==> config.mk <==
export PLATFORM = sky130hd
export DESIGN_NAME = sa_top
export DESIGN_NICKNAME = d
export VERILOG_FILES = /design/src/logic/sa_pkg.sv /design/src/logic/sa_feed.sv /design/src/logic/sa_column.sv /design/src/logic/sa_drain.sv /design/src/logic/sa_top.sv
export SDC_FILE = /design/constraint.sdc
export NUM_CORES = 2
export LEC_CHECK = 0
export BUFFER_PORTS_ARGS = -buffer_cell sky130_fd_sc_hd__buf_2
export CAP_MARGIN = 20
export CORE_ASPECT_RATIO = 0.6
export CORE_MARGIN = 2
export CORE_UTILIZATION = 38
export DETAILED_ROUTE_END_ITERATION = 16
export PLACE_DENSITY = 0.62
export SLEW_MARGIN = 5
export SYNTH_ARGS = -nofsm -noshare
export SYNTH_HDL_FRONTEND = slang
export SYNTH_SLANG_ARGS = --single-unit
==> constraint.sdc <==
create_clock -name clk -period 18.4 [get_ports clk]
set_input_delay 3.68 -clock clk [delete_from_list [all_inputs] [get_ports clk]]
set_output_delay 3.68 -clock clk [all_outputs]
set_load 0.05 [all_outputs]
==> src/logic/sa_pkg.sv <==
package sa_pkg;

  // Array shape
  localparam int R = 4;
  localparam int C = 4;

  // Element widths
  localparam int WX = 8;
  localparam int WK = 8;
  localparam int WA = 8;

  // Accumulator width, all sums wrap at this size
  localparam int WY = 20;

  localparam int COL_W = (C > 1) ? $clog2(C) : 1;

  typedef logic signed [WX-1:0] x_elem_t;
  typedef logic signed [WK-1:0] k_elem_t;
  typedef logic signed [WA-1:0] a_elem_t;
  typedef logic signed [WY-1:0] y_elem_t;

  // One element per row
  typedef x_elem_t [R-1:0] x_vec_t;
  typedef a_elem_t [R-1:0] a_vec_t;
  typedef y_elem_t [R-1:0] y_vec_t;

  // One element per column
  typedef k_elem_t [C-1:0] k_vec_t;

  // Column first, then row
  typedef y_elem_t [C-1:0][R-1:0] y_grid_t;

  typedef logic [COL_W-1:0] col_idx_t;

  typedef enum logic [1:0] {
    BANK_EMPTY,
    BANK_LOAD,
    BANK_SEND
  } bank_state_t;

endpackage

==> src/logic/sa_feed.sv <==
module sa_feed (
  input  logic            clk,
  input  logic            arst_n,

  input  logic            k_valid,
  output logic            k_ready,
  input  sa_pkg::k_vec_t  k_data,
  input  logic            k_last,

  input  logic            x_valid,
  output logic            x_ready,
  input  sa_pkg::x_vec_t  x_data,
  input  logic            x_last,

  input  logic            bank_full,

  output sa_pkg::x_vec_t  x_q,
  output sa_pkg::k_vec_t  k_q,
  output logic            acc_en,
  output logic            acc_clr,
  output logic            acc_last
);

  logic join_valid;
  logic join_ready;
  logic join_last;
  logic accept;
  logic first_q;

  // Both streams must offer a beat before either transfers
  assign join_valid = k_valid & x_valid;
  assign join_last  = k_last & x_last;

  // acc_last doubles as the bubble after a packet end
  assign join_ready = !acc_last && !(join_last && bank_full);

  assign k_ready = join_ready & x_valid;
  assign x_ready = join_ready & k_valid;
  assign accept  = join_valid & join_ready;

  always_ff @(posedge clk or negedge arst_n) begin
    if (!arst_n) begin
      acc_en   <= 1'b0;
      acc_clr  <= 1'b0;
      acc_last <= 1'b0;
      first_q  <= 1'b1;
    end else begin
      acc_en   <= accept;
      acc_clr  <= accept & first_q;
      acc_last <= accept & join_last;
      if (accept) begin
        // Next beat opens a new packet
        first_q <= join_last;
      end
    end
  end

  always_ff @(posedge clk) begin
    if (accept) begin
      x_q <= x_data;
      k_q <= k_data;
    end
  end

  // Grid clear only ever comes with an accumulate
  a_clr_with_en : assert property (
    @(posedge clk) disable iff (!arst_n)
    acc_clr |-> acc_en
  );

  // k and x move as one joined beat
  a_joined_xfer : assert property (
    @(posedge clk) disable iff (!arst_n)
    (k_valid && k_ready) == (x_valid && x_ready)
  );

endmodule

==> src/logic/sa_column.sv <==
module sa_column (
  input  logic             clk,
  input  logic             arst_n,
  input  logic             acc_en,
  input  logic             acc_clr,
  input  sa_pkg::x_vec_t   x_q,
  input  sa_pkg::k_elem_t  k_elem,
  output sa_pkg::y_vec_t   sums
);

  import sa_pkg::*;

  y_vec_t prod;
  y_vec_t acc_q;

  // Shared weight times each pixel, widened before the multiply
  always_comb begin
    for (int r = 0; r < R; r++) begin
      prod[r] = y_elem_t'(x_q[r]) * y_elem_t'(k_elem);
    end
  end

  always_ff @(posedge clk or negedge arst_n) begin
    if (!arst_n) begin
      acc_q <= '0;
    end else if (acc_en) begin
      for (int r = 0; r < R; r++) begin
        if (acc_clr) begin
          acc_q[r] <= prod[r];
        end else begin
          acc_q[r] <= acc_q[r] + prod[r];
        end
      end
    end
  end

  assign sums = acc_q;

endmodule

==> src/logic/sa_drain.sv <==
module sa_drain (
  input  logic             clk,
  input  logic             arst_n,

  input  logic             acc_last,
  input  sa_pkg::y_grid_t  col_sums,
  output logic             bank_full,

  input  logic             a_valid,
  output logic             a_ready,
  input  sa_pkg::a_vec_t   a_data,

  output logic             y_valid,
  input  logic             y_ready,
  output sa_pkg::y_vec_t   y_data,
  output logic             y_last
);

  import sa_pkg::*;

  bank_state_t state_q;
  col_idx_t    col_q;
  y_grid_t     bank_q;
  logic        sending;
  logic        y_xfer;

  assign sending = (state_q == BANK_SEND);

  // Bank counts as taken from the moment a packet end is seen
  assign bank_full = (state_q != BANK_EMPTY);

  // Join the partial sum stream onto the current bank column
  assign y_valid = sending & a_valid;
  assign a_ready = sending & y_ready;
  assign y_last  = sending && (col_q == col_idx_t'(C - 1));
  assign y_xfer  = y_valid & y_ready;

  always_comb begin
    for (int r = 0; r < R; r++) begin
      y_data[r] = bank_q[col_q][r] + y_elem_t'(a_data[r]);
    end
  end

  always_ff @(posedge clk or negedge arst_n) begin
    if (!arst_n) begin
      state_q <= BANK_EMPTY;
      col_q   <= '0;
    end else begin
      case (state_q)
        BANK_EMPTY: begin
          if (acc_last) begin
            state_q <= BANK_LOAD;
          end
        end
        BANK_LOAD: begin
          // Grid holds the final sums by now
          state_q <= BANK_SEND;
          col_q   <= '0;
        end
        BANK_SEND: begin
          if (y_xfer) begin
            col_q <= col_q + col_idx_t'(1);
            if (y_last) begin
              state_q <= BANK_EMPTY;
            end
          end
        end
        default: begin
          state_q <= BANK_EMPTY;
        end
      endcase
    end
  end

  always_ff @(posedge clk) begin
    if (state_q == BANK_LOAD) begin
      bank_q <= col_sums;
    end
  end

  // Beat held under back-pressure, needs the a source to hold too
  a_y_hold : assert property (
    @(posedge clk) disable iff (!arst_n)
    (y_valid && !y_ready) |=> (y_valid && $stable(y_data) && $stable(y_last))
  );

  // Feed hold-off keeps a second packet end out of the load slot
  a_no_last_in_load : assert property (
    @(posedge clk) disable iff (!arst_n)
    acc_last |-> (state_q != BANK_LOAD)
  );

endmodule

==> src/logic/sa_top.sv <==
module sa_top (
  input  logic            clk,
  input  logic            arst_n,

  input  logic            k_valid,
  output logic            k_ready,
  input  sa_pkg::k_vec_t  k_data,
  input  logic            k_last,

  input  logic            x_valid,
  output logic            x_ready,
  input  sa_pkg::x_vec_t  x_data,
  input  logic            x_last,

  input  logic            a_valid,
  output logic            a_ready,
  input  sa_pkg::a_vec_t  a_data,

  output logic            y_valid,
  input  logic            y_ready,
  output sa_pkg::y_vec_t  y_data,
  output logic            y_last
);

  import sa_pkg::*;

  x_vec_t  x_q;
  k_vec_t  k_q;
  logic    acc_en;
  logic    acc_clr;
  logic    acc_last;
  logic    bank_full;
  y_grid_t col_sums;

  sa_feed i_feed (
    .clk       (clk),
    .arst_n    (arst_n),
    .k_valid   (k_valid),
    .k_ready   (k_ready),
    .k_data    (k_data),
    .k_last    (k_last),
    .x_valid   (x_valid),
    .x_ready   (x_ready),
    .x_data    (x_data),
    .x_last    (x_last),
    .bank_full (bank_full),
    .x_q       (x_q),
    .k_q       (k_q),
    .acc_en    (acc_en),
    .acc_clr   (acc_clr),
    .acc_last  (acc_last)
  );

  // Column c takes weight element c
  for (genvar c = 0; c < C; c++) begin : g_col
    sa_column i_col (
      .clk     (clk),
      .arst_n  (arst_n),
      .acc_en  (acc_en),
      .acc_clr (acc_clr),
      .x_q     (x_q),
      .k_elem  (k_q[c]),
      .sums    (col_sums[c])
    );
  end

  sa_drain i_drain (
    .clk       (clk),
    .arst_n    (arst_n),
    .acc_last  (acc_last),
    .col_sums  (col_sums),
    .bank_full (bank_full),
    .a_valid   (a_valid),
    .a_ready   (a_ready),
    .a_data    (a_data),
    .y_valid   (y_valid),
    .y_ready   (y_ready),
    .y_data    (y_data),
    .y_last    (y_last)
  );

endmodule

# --- Yosys cells after proc, flatten, opt, wreduce, memory -nomap -nowiden ---
# Index checks and enable logic that the tools add are counted.
totals:
  wordCells: 134
  register_bits: 712
  out_inout_bits: 85
classes:
  n_lt_le_gt_ge: 1
  n_mul: 16
  muxes: 24
  addsub: 21
  n_eq_ne: 6
  bitwise_logic: 10
  reduce_logical: 10
op_table:
  columns: ["cell", "n"]
  rows:
  - ["$add A20 B20 Y20", 16]
  - ["$mux W20", 16]
  - ["$mul A8 B8 Y16", 16]
  - ["$bmux W80 S2", 1]
  - ["$add A20 B8 Y20", 4]
  - ["$mux W80", 1]
  - ["$and A1 B1 Y1", 10]
  - ["$mux W2", 4]
  - ["$ne A2 B2 Y1 const B", 3]
  - ["$pmux W2 S3", 1]
  - ["$eq A2 B2 Y1 const B", 2]
  - ["$pmux W2 S2", 1]
  - ["$reduce_bool A2 Y1", 2]
  - ["$logic_and A1 B1 Y1", 3]
  - ["$lt A2 B3 Y1 const B", 1]
  - ["$reduce_and A3 Y1", 1]
  - ["$add A2 B1 Y2 const B", 1]
  - ["$eq A2 B1 Y1 const B", 1]
  - ["$logic_not A1 Y1", 2]
  - ["$logic_not A2 Y1", 1]
  - ["$reduce_and A2 Y1", 1]

# --- Longest topological paths before layout ---
logic_depth:
  word_depth: 6
  depth_mapped: 29
  mapped_depth_nobuf: 26

# --- Modules after synthesis ---
# From an unflattened synthesis, not the netlist that was laid out.
hier_totals:
  hier_cells: 9018
  area_unflattened_um2: 86017.5
by_module_without_submodules:
  columns: ["module", "instances", "cells_per_inst", "area_per_inst_um2"]
  rows:
  - ["sa_column at g_col[2].i_col", 1, 2040, 17301.6]
  - ["sa_column at g_col[3].i_col", 1, 1990, 17231.5]
  - ["sa_column at g_col[0].i_col", 1, 2009, 17081.4]
  - ["sa_column at g_col[1].i_col", 1, 1975, 17030.1]
  - ["sa_drain", 1, 926, 15262.1]
  - ["sa_feed", 1, 78, 2110.8]

# --- Least setup slack after synthesis ---
# OpenSTA, ideal clock, no wires.
synth_timing:
  path_type: "reg2reg"
  start: "reg i_drain.state_q[1]"
  end: "reg i_drain.bank_q[0] in the netlist's numbering, enable pin"
  synth_period_minus_slack_ns: 15.504
  path_buffers: 0
  path_slack_ns: 2.896
  required_ns: 17.358
  path_stages_with_launch: 2
  arrival_time_ns: 14.461
  cell_sequence: "dfrtp_1 nor2b_1"
synth_between:
  elab_chain_cells: 1
synth_lines:
  columns: ["element", "line", "source"]
  rows:
  - ["from (decl)", "sa_drain.sv:21", "bank_state_t state_q;"]
  - ["from (signal assigned)", "sa_drain.sv:46", "state_q <= BANK_EMPTY;"]
  - ["from (signal assigned)", "sa_drain.sv:52", "state_q <= BANK_LOAD;"]
  - ["from (signal assigned)", "sa_drain.sv:57", "state_q <= BANK_SEND;"]
  - ["$eq A2 B1 Y1", "sa_drain.sv:76", "if (state_q == BANK_LOAD) begin"]
  - ["to (signal assigned)", "sa_drain.sv:77", "bank_q <= col_sums;"]
  - ["to (decl)", "sa_drain.sv:23", "y_grid_t bank_q;"]
# Every way passes these cells.
# A chain may end at the register's enable or synchronous reset.

==> flow_summary.json <==
{
  "start_util": 0.3831,
  "cp.arrival_ps": 6770,
  "synthDistinctLibCells": 79,
  "wirelength_mm": 242.3,
  "synth-main-ff-cell": "edfxtp_1",
  "cts_buffers": 78,
  "dpl.hpwl_mm": 182.5,
  "ant_nets": 0,
  "io_pins": 189,
  "cp-end-kind": "output port",
  "grt_pass1_wl_mm": 379.6,
  "synthCells": 9040,
  "cp-start-kind": "input port",
  "fmax_ghz": 0.09568,
  "hp-class": "flip-flop to flip-flop",
  "track_usage": 0.2121,
  "dieArea_um2": 228800,
  "crit_slowest_cell": "a21oi_1",
  "slew-limit-headroom": 0.3241,
  "clock_latency_ps": 730,
  "crit_chain": "buf_2, ha_1, a21o_1, a21oi_1, o21bai_1, a21boi_0, o21ai_0, o221a_2, a211o_1, a21oi_1, xnor2_1, buf_2",
  "synth_edf_count": 384,
  "fin_util": 0.4145,
  "die_x_um": 616.1,
  "cp_max_fo": 4,
  "globalRoute.totalOverflow": 0,
  "ctsHtreeMaxLevel": 3,
  "met3_usage": 0.03031,
  "finalHoldViolCount": 0,
  "cts_root_buf": "clkbuf_16",
  "ys_seq_area_frac": 0.2311,
  "cp_top_family": "compound AO/OA/AOI/OAI gates",
  "top_usage_layer": "met2",
  "place_congestion": 0.8609,
  "core_area_um2": 223000,
  "grt_start_max_net_pins": 167,
  "min_from": "g_col[3].i_col.sums[0]",
  "critPathMaxStageDelay_ps": 560,
  "required_ps": 14720,
  "syn_avg_cell_area_um2": 9.451,
  "fin_tns_setup_ps": 0,
  "fillers": 21540,
  "fin_crit_ps": 10450,
  "routedWlPerCell_um": 19.96,
  "postSynthNetCount": 10940,
  "num_vias": 64030,
  "drv_slew": 0,
  "cts_sinks": 712,
  "rsz0062_at_grt": "false",
  "post-place-cells": 11990,
  "syn-cell-area_um2": 85430,
  "maxCapViolations": 0,
  "cts_tree": "built",
  "yosysWarnings": 0,
  "hold_buffers": 0,
  "nets": 10980,
  "die_h_um": 371.3,
  "worst_pin_slew_ps": 1014,
  "status": "completed",
  "drive_gt1_frac": 0.06617,
  "setup_slack_ps": 7949,
  "fp-row-count": 134,
  "clock_path_buffers": 3,
  "first_global_vias": 64550,
  "met2_usage": 0.3422,
  "clk_pin_slew_worst_paths_ps": 70,
  "drtIter0Drc": 4790,
  "critPathBufInv": 2,
  "layoutNonFillerInstCount": 12140,
  "regArea_um2": 19760,
  "async_flop_share": 0.4607,
  "worstSetupPathType": "input port to output port",
  "grt.met1_usage": 0.3019,
  "vias_per_cell": 5.274,
  "timing.rr.start": "i_feed.k_q[2]",
  "place_ws_ps": 7803,
  "finalSetupViolCount": 0,
  "syn_to_final_growth_pct": 8.201,
  "grt_antenna_before_repair": 23,
  "dr.pass1.iters": 6,
  "cts_setup_buffers": 0,
  "cp-startpoint": "a_data[17]",
  "fin_skew_ps": 63.08,
  "multi_input_area_um2": 59050,
  "period_share": 0.5680,
  "drc": 0,
  "cts_resized": 0,
  "ys_ff_latch": 712,
  "io_buffer_count": 188
}
cell usage after synthesis (12+ instances only):
cell / number / area share
a211o_1: 22 / 0.0023
a211oi_1: 66 / 0.0058
a21o_1: 145 / 0.013
a21oi_1: 643 / 0.038
a22oi_1: 19 / 0.0017
a31oi_1: 85 / 0.0062
a41oi_1: 12 / 0.0012
and2_1: 711 / 0.052
and3_1: 50 / 0.0037
buf_1: 40 / 0.0018
clkbuf_1: 301 / 0.013
dfrtp_1: 327 / 0.096
edfxtp_1: 384 / 0.13
fa_1: 900 / 0.21
ha_1: 893 / 0.13
inv_1: 1431 / 0.063
mux2_2: 38 / 0.0050
mux2i_1: 71 / 0.0083
mux4_2: 80 / 0.021
nand2_1: 526 / 0.023
nand2b_1: 64 / 0.0047
nand3_1: 108 / 0.0063
nor2_1: 612 / 0.027
nor2b_1: 142 / 0.010
nor3_1: 129 / 0.0076
o211ai_1: 33 / 0.0029
o21a_1: 84 / 0.0074
o21ai_0: 225 / 0.013
o21bai_1: 53 / 0.0047
o221ai_1: 15 / 0.0015
o31ai_1: 21 / 0.0018
o41ai_1: 22 / 0.0023
or2_2: 25 / 0.0018
or3_1: 37 / 0.0027
xnor2_1: 402 / 0.041
xor2_1: 155 / 0.016
metal layers:
| metal | vias to the layer above | part of all wire |
|---|---|---|
| li1 | 29890 | - |
| met1 | 32120 | 0.46 |
| met2 | 1772 | 0.45 |
| met3 | 255 | 0.063 |
| met4 | 0 | 0.023 |
| met5 | - | 0 |
through the flow:
step | hold slack (ps) | instance area (um2)
6_report | 450.4 | 92440
2_1_floorplan | 445.4 | 85430
3_3_place_gp | 462.1 | 89740
4_1_cts | 431.4 | 92420
5_1_grt | 440.5 | 92420
3_5_place_dp | 466.0 | 89750
final timing paths:
| kind | slack [ps] | to | depth (start not counted) |
|---|---|---|---|
| max | 7950 | y_data[59] | 12 |
| min | 450 | i_drain.bank_q[240] | 0 |
| min in group asynchronous | 2960 | g_col[0].i_col.sums[4] | 1 |
| min reg2reg | 450 | i_drain.bank_q[240] | 0 |
| max in group asynchronous | 12960 | i_feed.acc_en | 3 |
| max reg2reg | 10460 | g_col[0].i_col.sums[58] | 22 |
registers in the layout, summed over array words and instances, names as in the netlist:
name	count
i_feed.acc_en	1
i_feed.x_q	32
i_feed.acc_clr	1
i_feed.first_q	1
g_col.i_col.sums	320
i_feed.acc_last	1
i_drain.state_q	2
i_drain.bank_q	320
i_feed.k_q	32
i_drain.col_q	2
placed cells by master, fill, tap and decap left out, types with 16 or more instances in the layout:
cell type	synthesis	routed
clkbuf_16	0	79
buf_4	0	109
mux2_2	38	38
or2_2	25	25
nand2b_1	64	64
a211oi_1	66	66
nand2_1	526	525
nor3_1	129	129
a211o_1	22	22
o31ai_1	21	21
ha_1	893	893
and2_1	711	711
o21a_1	84	84
o211ai_1	33	33
mux2i_1	71	71
a31oi_1	85	85
a21oi_1	643	643
inv_1	1431	1429
xor2_1	155	155
xnor2_1	402	402
a22oi_1	19	19
and3_1	50	50
nand3_1	108	108
a21o_1	145	145
dfrtp_1	327	323
nor2_1	612	610
clkbuf_1	301	16
o41ai_1	22	22
buf_2	1	188
or3_1	37	37
nor2b_1	142	141
o21bai_1	53	53
mux4_2	80	80
edfxtp_1	384	384
fa_1	900	900
o21ai_0	225	225
cells by family (layout without fill, tap and decap cells):
family          count (synthesis)  count (layout)  synth area share
simple gates                 2445            2445            0.1429
fa+ha+maj                    1793            1793            0.3417
buf+inv                      1774            1877           0.07796
compound gates               1570            1570            0.1149
flops                         712             712            0.2311
xor+xnor                      557             557           0.05710
mux                           189             189           0.03442
other cells                     0               6                 0
layout make-up:
cell class,count,share of cell area
antenna,6,0.0001624
clock inverter,40,0.005414
inverter,1432,0.05824
timing repair buffer,300,0.01963
clock buffer,105,0.02352
sequential,712,0.2137
multi-input combinational,6554,0.6388
tap,2992,0.04050
Power is not shown: default switching activity piles up to over one toggle a cycle in this logic, so the estimate is an artifact.
